`src/verilog/u2_rx_defines.svh`:
```
/*
   Receive core constants
   Widths, FIFO depth, setting register addresses and reset value
*/
`ifndef U2_RX_DEFINES_SVH
`define U2_RX_DEFINES_SVH

// ADC sample width
`define U2_ADC_W 14

// log2 of the sample FIFO depth (16 entries)
`define U2_FIFO_AW 4

// Number of front panel LEDs
`define U2_LED_W 8

////////////////////
// Setting bus addresses

`define U2_SR_LED 8'd3
`define U2_SR_LED_SRC 8'd8
`define U2_SR_RX_CTRL 8'd9
`define U2_SR_RX_FRAME 8'd10

// Value every setting register takes on reset
`define U2_SR_RESET_VAL 32'h0000_0000

`endif

```
`src/verilog/u2_rx_pkg.sv`:
```
/*
   Receive core types
   Sample, FIFO entry, control word and frame flag layouts
*/
`default_nettype none
`include "u2_rx_defines.svh"

package u2_rx_pkg;

   // Channel A in the upper half, channel B in the lower half
   typedef struct packed {
      logic [15:0] a;
      logic [15:0] b;
   } sample_t;

   // One FIFO entry, timestamp first
   typedef struct packed {
      logic [31:0] ts;
      sample_t     sample;
   } rx_entry_t;

   ////////////////////
   // Setting payloads

   // Low bits of set_data; one sample every decim+1 cycles
   typedef struct packed {
      logic       run;
      logic [7:0] decim;
   } rx_ctrl_t;

   // Samples per frame minus one
   typedef logic [7:0] frame_len_t;

   typedef logic [`U2_LED_W-1:0] led_t;

   ////////////////////
   // Output port flags

   // err only ever rides on a header
   typedef struct packed {
      logic sop;
      logic eop;
      logic err;
   } wr_flags_t;

endpackage

`default_nettype wire
```
`src/verilog/frame_writer.sv`:
```
/*
   Frame writer
   Turns FIFO samples into header plus sample frames on the ready paired port
*/
`default_nettype none

module frame_writer (
   input  wire                         dsp_clk,
   input  wire                         reset_i,
   input  wire u2_rx_pkg::frame_len_t  frame_len_i,
   input  wire u2_rx_pkg::rx_entry_t   head_i,
   input  wire                         not_empty_i,
   input  wire                         overrun_i,
   output logic                        pop_o,
   output logic [31:0]                 wr_data_o,
   output u2_rx_pkg::wr_flags_t        wr_flags_o,
   output logic                        wr_ready_o,
   input  wire                         wr_ready_i
);

   import u2_rx_pkg::*;

   typedef enum logic {
      ST_HEADER,
      ST_SAMPLES
   } state_t;

   state_t      state;
   frame_len_t  sample_cnt;
   logic        err_q;
   logic        load;
   logic        hdr_load;
   logic        last_sample;

   // Output slot is free when empty or when its word leaves this cycle
   assign load        = !wr_ready_o || wr_ready_i;
   assign hdr_load    = load && not_empty_i && (state == ST_HEADER);
   assign last_sample = (sample_cnt == frame_len_i);

   // Each sample word loaded takes one entry off the FIFO
   assign pop_o = load && not_empty_i && (state == ST_SAMPLES);

   ////////////////////
   // Drop tracking

   // Sticky until a header picks it up
   always_ff @(posedge dsp_clk) begin
      if (reset_i) begin
         err_q <= 1'b0;
      end else begin
         err_q <= (err_q && !hdr_load) || overrun_i;
      end
   end

   ////////////////////
   // Frame FSM and output register

   always_ff @(posedge dsp_clk) begin
      if (reset_i) begin
         state      <= ST_HEADER;
         sample_cnt <= '0;
         wr_ready_o <= 1'b0;
         wr_flags_o <= '0;
      end else if (load) begin
         wr_ready_o <= not_empty_i;
         if (not_empty_i) begin
            case (state)
               ST_HEADER: begin
                  // Header holds the time of the first sample, no pop
                  wr_flags_o <= '{sop: 1'b1, eop: 1'b0, err: err_q};
                  sample_cnt <= '0;
                  state      <= ST_SAMPLES;
               end
               ST_SAMPLES: begin
                  wr_flags_o <= '{sop: 1'b0, eop: last_sample, err: 1'b0};
                  if (last_sample) begin
                     state <= ST_HEADER;
                  end else begin
                     sample_cnt <= sample_cnt + 8'd1;
                  end
               end
               default: state <= ST_HEADER;
            endcase
         end
      end
   end

   // Data word carries no reset
   always_ff @(posedge dsp_clk) begin
      if (load && not_empty_i) begin
         if (state == ST_HEADER) begin
            wr_data_o <= head_i.ts;
         end else begin
            wr_data_o <= head_i.sample;
         end
      end
   end

   // Stalled words stay put until accepted
   a_hold_stalled : assert property (
      @(posedge dsp_clk) disable iff (reset_i)
      (wr_ready_o && !wr_ready_i) |=>
         (wr_ready_o && $stable(wr_data_o) && $stable(wr_flags_o))
   ) else $error("frame_writer: output changed while stalled");

endmodule

`default_nettype wire

```
`src/verilog/rx_sampler.sv`:
```
/*
   Receive sampler
   Master time counter, decimation strobe and timestamped sample capture
*/
`default_nettype none
`include "u2_rx_defines.svh"

module rx_sampler (
   input  wire                       dsp_clk,
   input  wire                       reset_i,
   input  wire u2_rx_pkg::rx_ctrl_t  ctrl_i,
   input  wire  [`U2_ADC_W-1:0]      adc_a_i,
   input  wire  [`U2_ADC_W-1:0]      adc_b_i,
   output logic                      push_o,
   output u2_rx_pkg::rx_entry_t      entry_o
);

   import u2_rx_pkg::*;

   localparam int EXT_W = 16 - `U2_ADC_W;

   logic [31:0] master_time;
   logic [7:0]  decim_cnt;
   logic        strobe;
   sample_t     sample_ext;

   ////////////////////
   // Master time

   // Free running from reset, one count per cycle
   always_ff @(posedge dsp_clk) begin
      if (reset_i) begin
         master_time <= '0;
      end else begin
         master_time <= master_time + 32'd1;
      end
   end

   ////////////////////
   // Decimation

   // Capture whenever the down counter sits at zero
   assign strobe = ctrl_i.run && (decim_cnt == 8'd0);

   always_ff @(posedge dsp_clk) begin
      if (reset_i) begin
         decim_cnt <= '0;
      end else if (!ctrl_i.run) begin
         // Restart so the first capture lands right when run rises
         decim_cnt <= '0;
      end else if (decim_cnt == 8'd0) begin
         decim_cnt <= ctrl_i.decim;
      end else begin
         decim_cnt <= decim_cnt - 8'd1;
      end
   end

   ////////////////////
   // Sample capture

   // Sign extend both channels to 16 bits
   assign sample_ext.a = {{EXT_W{adc_a_i[`U2_ADC_W-1]}}, adc_a_i};
   assign sample_ext.b = {{EXT_W{adc_b_i[`U2_ADC_W-1]}}, adc_b_i};

   always_ff @(posedge dsp_clk) begin
      if (reset_i) begin
         push_o <= 1'b0;
      end else begin
         push_o <= strobe;
      end
   end

   // Timestamp is the count seen at the capture edge
   always_ff @(posedge dsp_clk) begin
      if (strobe) begin
         entry_o.ts     <= master_time;
         entry_o.sample <= sample_ext;
      end
   end

   // Captures within one run sit decim+1 cycles apart
   // entry_o still holds the previous capture at this point
   a_decim_spacing : assert property (
      @(posedge dsp_clk) disable iff (reset_i)
      (strobe && $past(ctrl_i.run)) |->
         (master_time - entry_o.ts == {24'd0, ctrl_i.decim} + 32'd1)
   ) else $error("rx_sampler: capture spacing differs from decim+1");

endmodule

`default_nettype wire

```
`src/verilog/sample_fifo.sv`:
```
/*
   Sample FIFO
   Show-ahead circular buffer of timestamped samples; pushes while full are dropped
*/
`default_nettype none
`include "u2_rx_defines.svh"

module sample_fifo (
   input  wire                        dsp_clk,
   input  wire                        reset_i,
   input  wire                        push_i,
   input  wire u2_rx_pkg::rx_entry_t  entry_i,
   input  wire                        pop_i,
   output u2_rx_pkg::rx_entry_t       head_o,
   output logic                       not_empty_o,
   output logic                       overrun_o
);

   import u2_rx_pkg::*;

   localparam int AW    = `U2_FIFO_AW;
   localparam int DEPTH = 1 << AW;

   rx_entry_t      mem [DEPTH];
   logic [AW-1:0]  wr_ptr;
   logic [AW-1:0]  rd_ptr;
   logic [AW:0]    count;
   logic           full;
   logic           push_ok;

   // Count reaches DEPTH exactly when the top bit is set
   assign full        = count[AW];
   assign not_empty_o = (count != '0);

   // A push into a full buffer is lost and flagged that same cycle
   assign push_ok   = push_i && !full;
   assign overrun_o = push_i && full;

   ////////////////////
   // Storage

   always_ff @(posedge dsp_clk) begin
      if (push_ok) begin
         mem[wr_ptr] <= entry_i;
      end
   end

   // Head is read straight out of the array
   assign head_o = mem[rd_ptr];

   ////////////////////
   // Pointers and count

   always_ff @(posedge dsp_clk) begin
      if (reset_i) begin
         wr_ptr <= '0;
         rd_ptr <= '0;
         count  <= '0;
      end else begin
         if (push_ok) begin
            wr_ptr <= wr_ptr + 1'b1;
         end
         if (pop_i) begin
            rd_ptr <= rd_ptr + 1'b1;
         end
         case ({push_ok, pop_i})
            2'b10: count <= count + 1'b1;
            2'b01: count <= count - 1'b1;
            default: count <= count;
         endcase
      end
   end

   // The frame writer must never pop an empty buffer
   a_no_pop_empty : assert property (
      @(posedge dsp_clk) disable iff (reset_i)
      pop_i |-> not_empty_o
   ) else $error("sample_fifo: pop while empty");

endmodule

`default_nettype wire

```
`src/verilog/setting_reg.sv`:
```
/*
   Setting register
   Loads the low bits of the settings bus word when its address is strobed
*/
`default_nettype none
`include "u2_rx_defines.svh"

module setting_reg #(
   parameter int  ADDR      = 0,
   parameter type payload_t = logic [31:0]
) (
   input  wire         dsp_clk,
   input  wire         reset_i,
   input  wire         set_stb_i,
   input  wire  [7:0]  set_addr_i,
   input  wire  [31:0] set_data_i,
   output payload_t    value_o
);

   localparam int PAYLOAD_W = $bits(payload_t);
   localparam logic [31:0] RESET_WORD = `U2_SR_RESET_VAL;

   logic hit;

   // Address decode
   assign hit = set_stb_i && (set_addr_i == 8'(ADDR));

   always_ff @(posedge dsp_clk) begin
      if (reset_i) begin
         value_o <= payload_t'(RESET_WORD[PAYLOAD_W-1:0]);
      end else if (hit) begin
         // Only the low bits are kept
         value_o <= payload_t'(set_data_i[PAYLOAD_W-1:0]);
      end
   end

endmodule

`default_nettype wire

```
`src/verilog/u2_rx_core.sv`:
```
/*
   Receive core top level
   Setting registers, LED source mux and the sampler, FIFO and frame writer chain
*/
`default_nettype none
`include "u2_rx_defines.svh"

module u2_rx_core (
   input  wire                    dsp_clk,
   input  wire                    reset_i,
   input  wire                    set_stb_i,
   input  wire  [7:0]             set_addr_i,
   input  wire  [31:0]            set_data_i,
   input  wire  [`U2_ADC_W-1:0]   adc_a_i,
   input  wire  [`U2_ADC_W-1:0]   adc_b_i,
   input  wire                    clk_status_i,
   input  wire                    serdes_link_up_i,
   output u2_rx_pkg::led_t        leds_o,
   output logic [31:0]            wr_data_o,
   output u2_rx_pkg::wr_flags_t   wr_flags_o,
   output logic                   wr_ready_o,
   input  wire                    wr_ready_i,
   output logic                   overrun_o
);

   import u2_rx_pkg::*;

   led_t        led_sw;
   led_t        led_src;
   led_t        led_hw;
   rx_ctrl_t    rx_ctrl;
   frame_len_t  frame_len;

   logic        push;
   rx_entry_t   entry;
   rx_entry_t   head;
   logic        not_empty;
   logic        pop;

   ////////////////////
   // Setting registers

   setting_reg #(.ADDR(`U2_SR_LED), .payload_t(led_t)) sr_led (
      .dsp_clk(dsp_clk), .reset_i(reset_i),
      .set_stb_i(set_stb_i), .set_addr_i(set_addr_i), .set_data_i(set_data_i),
      .value_o(led_sw)
   );

   setting_reg #(.ADDR(`U2_SR_LED_SRC), .payload_t(led_t)) sr_led_src (
      .dsp_clk(dsp_clk), .reset_i(reset_i),
      .set_stb_i(set_stb_i), .set_addr_i(set_addr_i), .set_data_i(set_data_i),
      .value_o(led_src)
   );

   setting_reg #(.ADDR(`U2_SR_RX_CTRL), .payload_t(rx_ctrl_t)) sr_rx_ctrl (
      .dsp_clk(dsp_clk), .reset_i(reset_i),
      .set_stb_i(set_stb_i), .set_addr_i(set_addr_i), .set_data_i(set_data_i),
      .value_o(rx_ctrl)
   );

   setting_reg #(.ADDR(`U2_SR_RX_FRAME), .payload_t(frame_len_t)) sr_rx_frame (
      .dsp_clk(dsp_clk), .reset_i(reset_i),
      .set_stb_i(set_stb_i), .set_addr_i(set_addr_i), .set_data_i(set_data_i),
      .value_o(frame_len)
   );

   ////////////////////
   // LEDs

   // Status bits in the two lowest positions
   assign led_hw = {{(`U2_LED_W-2){1'b0}}, clk_status_i, serdes_link_up_i};

   // Source bit 1 picks hardware status, 0 picks software
   assign leds_o = (led_src & led_hw) | (~led_src & led_sw);

   ////////////////////
   // Receive path

   rx_sampler rx_sampler_i (
      .dsp_clk(dsp_clk),
      .reset_i(reset_i),
      .ctrl_i(rx_ctrl),
      .adc_a_i(adc_a_i),
      .adc_b_i(adc_b_i),
      .push_o(push),
      .entry_o(entry)
   );

   sample_fifo sample_fifo_i (
      .dsp_clk(dsp_clk),
      .reset_i(reset_i),
      .push_i(push),
      .entry_i(entry),
      .pop_i(pop),
      .head_o(head),
      .not_empty_o(not_empty),
      .overrun_o(overrun_o)
   );

   frame_writer frame_writer_i (
      .dsp_clk(dsp_clk),
      .reset_i(reset_i),
      .frame_len_i(frame_len),
      .head_i(head),
      .not_empty_i(not_empty),
      .overrun_i(overrun_o),
      .pop_o(pop),
      .wr_data_o(wr_data_o),
      .wr_flags_o(wr_flags_o),
      .wr_ready_o(wr_ready_o),
      .wr_ready_i(wr_ready_i)
   );

endmodule

`default_nettype wire

```
`config.mk`:
```
export PLATFORM = sky130hd
export DESIGN_NAME = u2_rx_core
export DESIGN_NICKNAME = d
export VERILOG_FILES = /design/src/verilog/u2_rx_pkg.sv /design/src/verilog/frame_writer.sv /design/src/verilog/rx_sampler.sv /design/src/verilog/sample_fifo.sv /design/src/verilog/setting_reg.sv /design/src/verilog/u2_rx_core.sv
export VERILOG_INCLUDE_DIRS = /design/src /design/src/verilog
export SDC_FILE = /design/constraint.sdc
export NUM_CORES = 1
export LEC_CHECK = 0
export ABC_AREA = 1
export BUFFER_PORTS_ARGS = -buffer_cell sky130_fd_sc_hd__buf_2
export CORE_ASPECT_RATIO = 2
export CORE_MARGIN = 2
export CORE_UTILIZATION = 43
export DETAILED_ROUTE_END_ITERATION = 10
export HOLD_SLACK_MARGIN = 0.1
export PLACE_DENSITY = 0.54
export SLEW_MARGIN = 10
export SYNTH_ARGS = -nofsm -noshare
export SYNTH_HDL_FRONTEND = slang
export SYNTH_SLANG_ARGS = --single-unit
```
`constraint.sdc`:
```
create_clock -name dsp_clk -period 12.3 [get_ports dsp_clk]
set_input_delay 2.46 -clock dsp_clk [delete_from_list [all_inputs] [get_ports dsp_clk]]
set_output_delay 2.46 -clock dsp_clk [all_outputs]
set_load 0.03 [all_outputs]
```
After elaboration in Yosys (flattened, before gate mapping)
Memory sizes are Yosys's and may differ from the RTL's. A register that Yosys moved wholly into a read port is not among the register bits.
Index checks and enable logic that the tools add are counted.
{ "word_totals": {"register_bits": 193, "mem_count": 1, "wordCells": 78, "output_inout_bits": 45, "ramBits": 1024} }
{ "mem_list": {"columns": ["memory", "words", "width", "rd", "rd_ports_with_merged_regs", "wr", "line_no", "rtl"], "rows": [
  ["sample_fifo_i.mem", 16, 64, 1, 1, 1, "sample_fifo.sv:24", "rx_entry_t mem [DEPTH];"]
]} }
{ "classes": {"n_reduce_logical": 22, "muxes": 12, "addsub": 7, "bitwise": 6, "eq_ne": 8} }
{ "op_table": {"columns": ["cell", "n"], "rows": [
  ["adder 32 x 1 -> 32 bit, second input constant", 1],
  ["two-way mux 32 bit", 1],
  ["equality test 8 x 4 -> 1 bit, second input constant", 3],
  ["two-way mux 8 bit", 2],
  ["case mux 8 bit (2 select lines)", 1],
  ["logical AND 1 bit", 11],
  ["case mux 5 bit (2 select lines)", 1],
  ["adder 4 x 1 -> 4 bit, second input constant", 2],
  ["adder 8 x 1 -> 8 bit, second input constant", 1],
  ["AND 8 x 2 -> 8 bit", 1],
  ["AND 8 bit", 1],
  ["equality test 8 x 2 -> 1 bit, second input constant", 1],
  ["equality test 8 bit", 1],
  ["zero test 8 bit", 1],
  ["two-way mux 4 bit", 2],
  ["NOT 8 bit", 1],
  ["bitwise OR 8 bit", 1],
  ["subtractor 8 x 1 -> 8 bit, second input constant", 1],
  ["case mux 3 bit (2 select lines)", 1],
  ["adder 5 x 1 -> 5 bit, second input constant", 1],
  ["nonzero test 5 bit", 1],
  ["subtractor 5 x 1 -> 5 bit, second input constant", 1],
  ["zero test 1 bit", 3],
  ["two-way mux 1 bit", 3],
  ["other kinds (10)", 12]
]} }

Depth between registers and ports, before layout
Gate-level depths: netlist of the first run.
{ "depth": {"ltp_word": 7, "mapped_depth": 14} }

By module
Synthesis of the first run repeated with hierarchy kept, for this count alone.
{ "unflattened": {"cells_unflattened": 4311, "area_unflattened_um2": 50647.3} }
{ "by_module_without_submodules": {"columns": ["mod", "cells_per_inst", "area_each_um2", "instances"], "rows": [
  ["sample_fifo", 3357, 42598.4, 1],
  ["rx_sampler", 408, 4048.9, 1],
  ["frame_writer", 268, 2173.3, 1],
  ["setting_reg at sr_rx_ctrl", 71, 475.5, 1],
  ["setting_reg at sr_led", 62, 441.7, 1],
  ["setting_reg at sr_rx_frame", 65, 439.2, 1],
  ["setting_reg at sr_led_src", 60, 395.4, 1],
  ["u2_rx_core", 20, 75.1, 1]
]} }

Worst setup path after synthesis of the first run
OpenSTA, ideal clock, no wires.
{ "synth_timing": {"path_kind": "in2out", "startpoint": "input serdes_link_up_i", "endpoint": "output leds_o[0]", "required_ns": 9.840, "stages": 2, "slack_ns": 7.023, "arrival_time_ns": 2.817, "path_buffers": 0, "path_cell_list": "nand2_1 -> o21ai_0"} }
{ "synth_via": {"elab_chain_cells": 2} }
{ "synth_rtl": {"columns": ["element", "line_no", "rtl"], "rows": [
  ["start, declared", "u2_rx_core.sv:17", "input wire serdes_link_up_i,"],
  ["AND 8 x 2 -> 8 bit", "u2_rx_core.sv:74", "assign leds_o = (led_src & led_hw) | (~led_src & led_sw);"],
  ["bitwise OR 8 bit", "u2_rx_core.sv:74", null],
  ["end, declared", "u2_rx_core.sv:18", "output u2_rx_pkg::led_t leds_o,"]
]} }
Every way passes these cells.

Final worst setup path of the first run
Ends and elaborated chain as after synthesis.

==> flow_summary.ini, run 1 <==
[sta]
max_freq_mhz = 188
timing.final.crit_period_ns = 5.32
fin_skew_ns = 0.0272
fin_ws_ns = 6.98
period_share_pct = 43.3
setup_tns_ns = 0
hold_viol = 0
setup_viol = 0
rsz0062_at_grt = false
tightest_slew_ns = 1.22
slew_headroom_pct = 18.8
timing.hold.ws_ns = 0.436
slew_violations = 0

[synth]
synth_area_leaders = edfxtp_1 70%, o21ai_0 6.2%, nor2_1 5.3%, dfxtp_1 4.7%, o221ai_1 3.6%
synth_cells = 3416
ys_warn_count = 0
synthXorXnorAreaFrac_pct = 0.448
synth_flop_cell = edfxtp_1
synth_top_family_by_area = compound AO/OA/AOI/OAI gates
synth-seq-cells = 1157
yosys.area.top_type = edfxtp_1
synthAdderAreaFrac_pct = 0.334
synth-seq-area-share_pct = 75.0
netlist_area_um2 = 44900
synth_edf_count = 1052
ys_top_cells_by_count = 1,052 x edfxtp_1, 631 x nor2_1, 558 x o21ai_0, 184 x o221ai_1, 152 x nand2_1
synthMuxAreaShare_pct = 0
synth-compound-area-share_pct = 12.3
synth_nets = 3502
synthArstFlopShare_pct = 0
synth_simple_gate_area_share_pct = 8.94
synth.avg_cell_area_um2 = 13.2
synthDominantCellAreaShare_pct = 70.3
synth_most_common_cell = edfxtp_1
ys_types = 41

[final_layout]
post_route_cells_drive_above_1_share_pct = 9.98
layout.nets = 3527
syn2layout_area_growth_pct = 11.5
post-route-util_pct = 48.3

[grt]
grt_usage_pct = 22.7
antenna_found_initial = 4
grt_pass1_vias = 28900
gr-total-overflow = 0
grt_max_degree = 233
grt_pass1_wl_um = 180000

[power]
p_per_area_nw_per_um2 = 151
total_leakage_power_nw = 16.2
vdd_drop_max_mv = 0.109

[hold_path]
min_to = rx_sampler_i.decim_cnt[0]
worstHoldPathType = flip-flop to flip-flop
holdPathStages = 1
hp-start = rx_sampler_i.decim_cnt[0]

[critical_path]
rr_worst_depth = 8
required_ns = 9.84
rrSetupSlack_ns = 8.07
arrival_ns = 2.86
r2r-end = frame_writer_i.wr_data_o[19]
startpoint_type = input port
path_class = input port to output pin
worstSetupEndpointType = output pin
cp_max_fo = 1

[detailed_routing]
route.detailed.drc = 0
ant_nets = 0
num_vias = 28800
vias_per_cell = 5.89
drt_iter0_markers = 2733
drt-total-wl_um = 123000
dr.pass1.iters = 5
wl_per_cell_um = 25.1

[floorplanning]
die_h_um = 461
die_width_um = 233
die_area_um2 = 107000
initial_core_util_pct = 43.4
rows = 167
ios = 119
core_area_um2 = 104000

[cts]
hold_buffers = 0
clockBufferDepth = 3
htree_levels = 3
root_buffer = clkbuf_16
clk_pin_slew_worst_paths_ns = 0.07
clock-sinks = 1157
cts_tree = built
cts_buffers = 100
post-cts-setup-buffers = 0
post_cts_resized = 0
clk_latency_ns = 0.71

[run]
maxCapViolations = 0

[placed_design]
place_congestion = 0.845
dp_slack_ns = 6.98
dpl.hpwl_um = 60200
placement.io_buffers = 95

[outcome]
status = completed
registers in the layout (all words and copies together) (netlist names), named ones only:
signal                     count
sample_fifo_i.mem            960
rx_sampler_i.entry_o          60
frame_writer_i.wr_data_o      32
rx_sampler_i.master_time      32
sr_rx_ctrl.value_o             9
frame_writer_i.sample_cnt      8
rx_sampler_i.decim_cnt         8
sr_led.value_o                 8
sr_led_src.value_o             8
sr_rx_frame.value_o            8
sample_fifo_i.count            5
sample_fifo_i.rd_ptr           4
sample_fifo_i.wr_ptr           4
frame_writer_i.wr_flags_o      3
frame_writer_i.err_q           1
frame_writer_i.state           1
frame_writer_i.wr_ready_o      1
rx_sampler_i.push_o            1
per-layer routing:
layer  GRT usage, %  up-vias  wire length (um)
met5              0        -                19
met4           7.84        4              3840
met3           3.68      234              7810
met2           39.7     1098             62300
met1           28.5    14600             48800
li1               -    12800                 -
area by class of cell:
| cell class | instances | area, um^2 |
|---|---|---|
| antenna | 2 | 5.00 |
| clock buffer | 123 | 2650 |
| clock inverter | 66 | 781 |
| fill | 9005 | 53500 |
| inverter | 93 | 364 |
| multi-input combinational | 1944 | 10000 |
| sequential | 1157 | 33700 |
| tap | 1352 | 1690 |
| timing repair buffer | 145 | 876 |
through the flow:
step           instance area, um^2  total power [mW]  std cells
2_1_floorplan                44900              4.33       3416
3_3_place_gp                 46700              4.34       4691
3_5_place_dp                 46700              4.34       4691
4_1_cts                      50100              7.64       4880
5_1_grt                      50100              7.78       4881
6_report                     50100              7.57       4882
worst max-delay path, cell delays in order:
cell and delay, ns:
buf_2 0.07, nand2_1 0.04, o21ai_0 0.07, buf_2 0.22
worst max path at each step:
stage,cells past startpoint,slack (ns),startpoint,end
global route,4,6.93,clk_status_i,leds_o[1]
finish,4,6.98,serdes_link_up_i,leds_o[0]
floorplan,2,7.02,serdes_link_up_i,leds_o[0]
global placement,4,6.95,clk_status_i,leds_o[1]
CTS,4,6.97,serdes_link_up_i,leds_o[0]
detailed placement,4,6.98,serdes_link_up_i,leds_o[0]
cell usage in the layout, fill, tap and decap left out, drive strengths merged:
master and n:
dfxtp 105, bufinv 17, buf 145, nor3b 4, a21oi 68, a31oi 11
ha 12, o21bai 2, nand2 152, or2 10, diode 2, inv 96
nand3 121, edfxtp 1052, o22ai 58, or3 1, xor2 18, nor4 6
clkinv 41, nor3 33, clkbuf 123, clkinvlp 5, and3 2, xnor2 5
nor2 635, o21ai 589, o211ai 8, nand4 10, o221ai 184, o21a 15
where the power goes:
group	switching, mW	internal, mW
logic	0.0198	0.00982
registers	0.00303	4.22
clock network	1.42	1.90
total	1.44	6.13
kinds of logic (layout without fill, tap and decap cells):
kind of cell | Yosys count | count (layout)
xor+xnor | 23 | 23
other cells | 0 | 2
simple gates | 974 | 974
compound gates | 935 | 935
buf+inv | 315 | 427
fa+ha+maj | 12 | 12
flops | 1157 | 1157
Note: power is estimated with default switching activity, not from simulation.
==> inputs of run 2 (changes only) <==
--- a/config.mk
+++ b/config.mk
@@ -6,14 +6,14 @@
 export SDC_FILE = /design/constraint.sdc
 export NUM_CORES = 1
 export LEC_CHECK = 0
-export ABC_AREA = 1
+export ABC_AREA = 0
 export BUFFER_PORTS_ARGS = -buffer_cell sky130_fd_sc_hd__buf_2
 export CORE_ASPECT_RATIO = 2
 export CORE_MARGIN = 2
 export CORE_UTILIZATION = 43
 export DETAILED_ROUTE_END_ITERATION = 10
 export HOLD_SLACK_MARGIN = 0.1
-export PLACE_DENSITY = 0.54
+export PLACE_DENSITY = 0.57
 export SLEW_MARGIN = 10
 export SYNTH_ARGS = -nofsm -noshare
 export SYNTH_HDL_FRONTEND = slang
==> constraint.sdc (replaced) <==
create_clock -name dsp_clk -period 4.5 [get_ports dsp_clk]
set_input_delay 0.9 -clock dsp_clk [delete_from_list [all_inputs] [get_ports dsp_clk]]
set_output_delay 0.9 -clock dsp_clk [all_outputs]
set_load 0.03 [all_outputs]
==> run 2 against run 1 <==
Register-to-register slack got worse by 7.0 ns. Non-clock buffer count rose by 11. Utilization rose by 0.80 points. Cell count fell by 27%.
==> flow_summary.ini, run 2 <==
[critical_path]
rrSetupSlack_ns = 1.08
cp_max_fo = 11
cp-startpoint = sample_fifo_i.count[1]
startpoint_type = flip-flop
r2r-end = sample_fifo_i.count[4]
required_ns = 5.08
worstSetupEndpointType = flip-flop
rr_worst_depth = 13
arrival_ns = 4.00
path_class = flip-flop to flip-flop
r2r_start = sample_fifo_i.count[1]

[power]
vdd_drop_max_mv = 0.268
p_int_mw = 16.4
switching_share_pct = 19.1
p_per_area_nw_per_um2 = 409
total_leakage_power_nw = 15.2
seqPwrFrac_pct = 56.8
finalPower_mw = 20.3
switchingPower_mw = 3.89
power_frac_clock_pct = 42.9
pwr-share-comb_pct = 0.3

[synth]
ys_warn_count = 0
synth_nets = 2095
synth-seq-cells = 1157
synthArstFlopShare_pct = 0
synthDominantCellAreaShare_pct = 72.1
synth_area_leaders = edfxtp_1 72%, mux4_2 15%, dfxtp_1 4.8%, mux2i_1 1.2%, nor2_1 0.88%
synth-seq-area-share_pct = 76.9
synth_edf_count = 1052
synth.avg_cell_area_um2 = 21.8
synth_most_common_cell = edfxtp_1
yosys.area.top_type = edfxtp_1
synth_cells = 2009
ys_types = 46
synth_flop_cell = edfxtp_1
netlist_area_um2 = 43800
ys_top_cells_by_count = 1,052 x edfxtp_1, 292 x mux4_2, 105 x dfxtp_1, 103 x nor2_1, 63 x clkbuf_1

[floorplanning]
ios = 119
initial_core_util_pct = 43.3
die_width_um = 230
rows = 165
core_area_um2 = 101000
die_area_um2 = 105000
die_h_um = 455

[sta]
tightest_slew_ns = 1.15
timing.final.crit_period_ns = 3.42
hold_viol = 0
setup_viol = 0
period_share_pct = 76.1
max_freq_mhz = 292
slew_headroom_pct = 23.0
fin_skew_ns = 0.0189
fin_ws_ns = 1.08
setup_tns_ns = 0
rsz0062_at_grt = false
slew_violations = 0

[placed_design]
dp.cells = 3399
place_congestion = 0.745
dpl.hpwl_um = 57300
dp_slack_ns = 0.930
placement.io_buffers = 95
place_area_um2 = 46400

[cts]
post_cts_resized = 0
root_buffer = clkbuf_16
clockBufferDepth = 3
hold_buffers = 0
htree_levels = 3
post-cts-setup-buffers = 0
clk_pin_slew_worst_paths_ns = 0.07
cts_tree = built
clk_latency_ns = 0.69
cts_buffers = 99
clock-sinks = 1157

[detailed_routing]
dr.pass1.iters = 5
wl_per_cell_um = 28.9
vias_per_cell = 5.70
ant_nets = 0
drt-total-wl_um = 104000
route.detailed.drc = 0
num_vias = 20400
drt_iter0_markers = 1504

[grt]
gr-total-overflow = 0
grt_pass1_wl_um = 151000
grt_max_degree = 63
antenna_found_initial = 4
grt_usage_pct = 20.0
grt_pass1_vias = 21800

[hold_path]
hp-start = adc_a_i[7]
holdPathStages = 1
min_to = rx_sampler_i.entry_o[23]
worstHoldPathType = input port to flip-flop

[final_layout]
layout_common_cells = 1,052 x edfxtp_1, 292 x mux4_2, 101 x dfxtp_1
post_route_cells_drive_above_1_share_pct = 29.1
instances_no_fill = 3583
postLayoutCellArea_um2 = 49700
syn2layout_area_growth_pct = 13.4
reg.largest.list = sample_fifo_i.mem x960, rx_sampler_i.entry_o x60
layout.nets = 2250
largest_reg_flops = 960
largest_register = sample_fifo_i.mem
final_common_cell = edfxtp_1
fillers = 8211

[run]
maxCapViolations = 0

[outcome]
status = completed
-- run 2: cell types whose count changed after synthesis, moves of 52 or more --
| cell | change |
|---|---|
| nor2_1 | -528 |
| o21ai_0 | -545 |
| nand2_1 | -123 |
| mux4_2 | +292 |
| o22ai_1 | -58 |
| buf_2 | -60 |
| o221ai_1 | -177 |
| inv_1 | -73 |
| mux2i_1 | +52 |
| nand3_1 | -95 |
| clkbuf_1 | -67 |
-- run 2: how the worst max path moves through the flow --
stage,slack (ns),endpoint,depth (start not counted)
floorplan,0.32,rx_sampler_i.entry_o[0],4
global placement,0.97,sample_fifo_i.count[4],13
detailed placement,0.93,sample_fifo_i.count[4],13
CTS,1.10,sample_fifo_i.count[4],13
global route,0.80,sample_fifo_i.count[4],13
finish,1.08,sample_fifo_i.count[4],13
-- run 2: cells by family (layout without fill, tap and decap cells) --
family	after synthesis	count (layout)	synth area share [%]
buffers and inverters	116	353	1.26
AND/OR/NAND/NOR	242	242	2.70
XOR/XNOR	51	51	1.02
multiplexers	373	373	16.9
adder cells (fa/ha/maj)	12	12	0.343
AO/OA/AOI/OAI	58	58	0.840
other	0	1	0
flip-flops	1157	1157	76.9
-- run 2: layer usage --
| layer | vias up | wire [um] | GRT usage, % |
|---|---|---|---|
| met5 | - | 12 | 0 |
| met2 | 514 | 57500 | 37.1 |
| li1 | 8613 | - | - |
| met3 | 132 | 4130 | 2.59 |
| met4 | 2 | 2360 | 5.78 |
| met1 | 11200 | 39600 | 24.2 |
-- run 2: power groups by stage --
stage	Combinational [mW]	Clock, mW	Sequential (mW)
floorplan	0.0198	0	11.8
detailed placement	0.0619	0	11.8
global route	0.0667	9.26	11.5
CTS	0.0627	8.89	11.5
global placement	0.0615	0	11.8
finish	0.0613	8.71	11.5
-- run 2: layout make-up --
| cell class | count | area, um^2 | share of cell area, % |
|---|---|---|---|
| Clock inverter | 58 | 643 | 1.29 |
| Timing Repair Buffer | 156 | 1270 | 2.56 |
| Antenna cell | 1 | 2.50 | 0.00503 |
| Clock buffer | 125 | 2640 | 5.30 |
| Sequential cell | 1157 | 33700 | 67.8 |
| Inverter | 14 | 52.6 | 0.106 |
| Tap cell | 1336 | 1670 | 3.36 |
| Multi-Input combinational cell | 736 | 9720 | 19.6 |
-- run 2: through the flow --
stage          hold slack, ns  util (%)
6_report                0.385      49.1
5_1_grt                 0.353      49.1
4_1_cts                 0.331      49.1
3_5_place_dp            0.449      45.9
3_3_place_gp            0.451      45.9
2_1_floorplan           0.429         -
-- run 2: worst max-delay path, cell delays in order, from the launching register on --
cell	delay, ns
dfxtp_1	0.36
or2_1	0.29
nor4_1	0.28
nand2b_1	0.39
inv_2	0.06
nand2_1	0.18
inv_1	0.07
ha_1	0.31
xor2_1	0.19
ha_1	0.23
o221ai_1	0.16
o21bai_1	0.21
mux2i_1	0.23
mux2_2	0.35
==> inputs of run 3 (changes only) <==
==> constraint.sdc (replaced) <==
create_clock -name dsp_clk -period 3.1 [get_ports dsp_clk]
set_input_delay 0.62 -clock dsp_clk [delete_from_list [all_inputs] [get_ports dsp_clk]]
set_output_delay 0.62 -clock dsp_clk [all_outputs]
set_load 0.03 [all_outputs]
==> run 3 against run 2 <==
Via count is 0.18% lower. Total power is 44% higher. Critical path depth stayed put. Largest power group unchanged.
==> flow_summary.ini, run 3 (synthesis gave the netlist of run 2 again) <==
[sta]
max_freq_mhz = 349
rsz0062_at_grt = false
setup_viol = 0
timing.hold.ws_ns = 0.165
slew_violations = 0
tightest_slew_ns = 0.897
period_share_pct = 92.4
fin_ws_ns = 0.234
slew_headroom_pct = 40.2
setup_tns_ns = 0
timing.final.crit_period_ns = 2.87
hold_viol = 0
fin_skew_ns = 0.0234

[power]
p_per_area_nw_per_um2 = 583
finalPower_mw = 29.2
total_leakage_power_nw = 15.5
vdd_drop_max_mv = 0.386

[floorplanning]
die_h_um = 455
initial_core_util_pct = 43.3
die_area_um2 = 105000
core_area_um2 = 101000
die_width_um = 230
ios = 119
rows = 165

[critical_path]
worstSetupEndpointType = flip-flop
cp_max_fo = 6
arrival_ns = 3.44
path_cells = or2_1 -> nor4_1 -> nand2b_1 -> inv_2 -> nand2_1 -> inv_1 -> ha_1 -> xor2_1 -> ha_1 -> o221ai_1 -> o21bai_1 -> mux2i_1 -> mux2_2
cp-startpoint = sample_fifo_i.count[1]
required_ns = 3.67
cpMostUsedCell = ha_1
r2r-end = sample_fifo_i.count[4]
path_class = flip-flop to flip-flop
r2r_start = sample_fifo_i.count[1]
crit_path_max_incr_delay_ns = 0.36
startpoint_type = flip-flop
cp_slowest_cell = dfxtp_1
worstSetupEndpoint = sample_fifo_i.count[4]
rrSetupSlack_ns = 0.23
crit_buf_inv = 2
crit_cells = 13
rr_worst_depth = 13
crit_family = simple AND/OR/NAND/NOR gates

[cts]
clk_pin_slew_worst_paths_ns = 0.07
root_buffer = clkbuf_16
post-cts-setup-buffers = 0
clock-sinks = 1157
clockBufferDepth = 3
cts_buffers = 100
hold_buffers = 18
post_cts_resized = 0
cts_tree = built
htree_levels = 3
clk_latency_ns = 0.69

[detailed_routing]
num_vias = 20400
wl_per_cell_um = 28.2
met2_length_um = 56400
route.detailed.drc = 0
top_layer_used = met5
dr.pass1.iters = 4
drt-met1-wl_um = 38900
vias_per_cell = 5.63
met3_length_um = 4230
ant_nets = 0
drt-total-wl_um = 102000
drt_iter0_markers = 1654

[final_layout]
layout_common_cells = 1,052 x edfxtp_1, 292 x mux4_2, 105 x clkbuf_16
final_common_cell = edfxtp_1
largest_register = sample_fifo_i.mem
post-route-util_pct = 49.6
post_route_cells_drive_above_1_share_pct = 29.5
reg.largest.list = sample_fifo_i.mem x960, rx_sampler_i.entry_o x60
instances_no_fill = 3619
postLayoutCellArea_um2 = 50200
syn2layout_area_growth_pct = 14.5
largest_reg_flops = 960
fillers = 8194
diodes = 0
layout.nets = 2287

[placed_design]
dpl.hpwl_um = 56100
placement.io_buffers = 95
place_congestion = 0.749
dp_slack_ns = 0.251
place_area_um2 = 46700
dp.cells = 3417

[grt]
gr-total-overflow = 0
grt_max_degree = 84
grt_pass1_wl_um = 149000
grt_pass1_vias = 21900
grt_usage_pct = 19.8
antenna_found_initial = 3

[hold_path]
holdPathStages = 1
worstHoldPathType = input port to flip-flop

[run]
maxCapViolations = 0

[outcome]
status = completed
## run 3: final cells by class
class / count / area [um^2] / share of cell area (%)
Sequential cell: 1157 / 33700 / 67.2
Timing Repair Buffer: 192 / 1770 / 3.54
Clock inverter: 54 / 450 / 0.898
Inverter: 14 / 52.6 / 0.105
Clock buffer: 130 / 2780 / 5.55
Tap cell: 1336 / 1670 / 3.33
Multi-Input combinational cell: 736 / 9720 / 19.4
## run 3: power breakdown
part	internal (mW)	switching [mW]
registers	16.8	0.00946
logic	0.0501	0.0627
clock network	6.85	5.52
total	23.7	5.59
## run 3: worst min path at each step
stage                                            start                        to  slack [ns]
after global placement    rx_sampler_i.master_time[31]  rx_sampler_i.entry_o[63]        0.44
after global routing                        adc_b_i[0]   rx_sampler_i.entry_o[0]        0.12
after CTS                                   adc_b_i[0]   rx_sampler_i.entry_o[0]        0.12
final                                       adc_b_i[0]   rx_sampler_i.entry_o[0]        0.17
after floorplan           rx_sampler_i.master_time[31]  rx_sampler_i.entry_o[63]        0.43
after detailed placement  rx_sampler_i.master_time[31]  rx_sampler_i.entry_o[63]        0.44
## run 3: metal layers
metal / up-vias / GRT usage (%)
met2: 473 / 36.4
met4: 2 / 6.10
met5: - / 0
li1: 8688 / -
met1: 11100 / 23.7
met3: 133 / 3.09
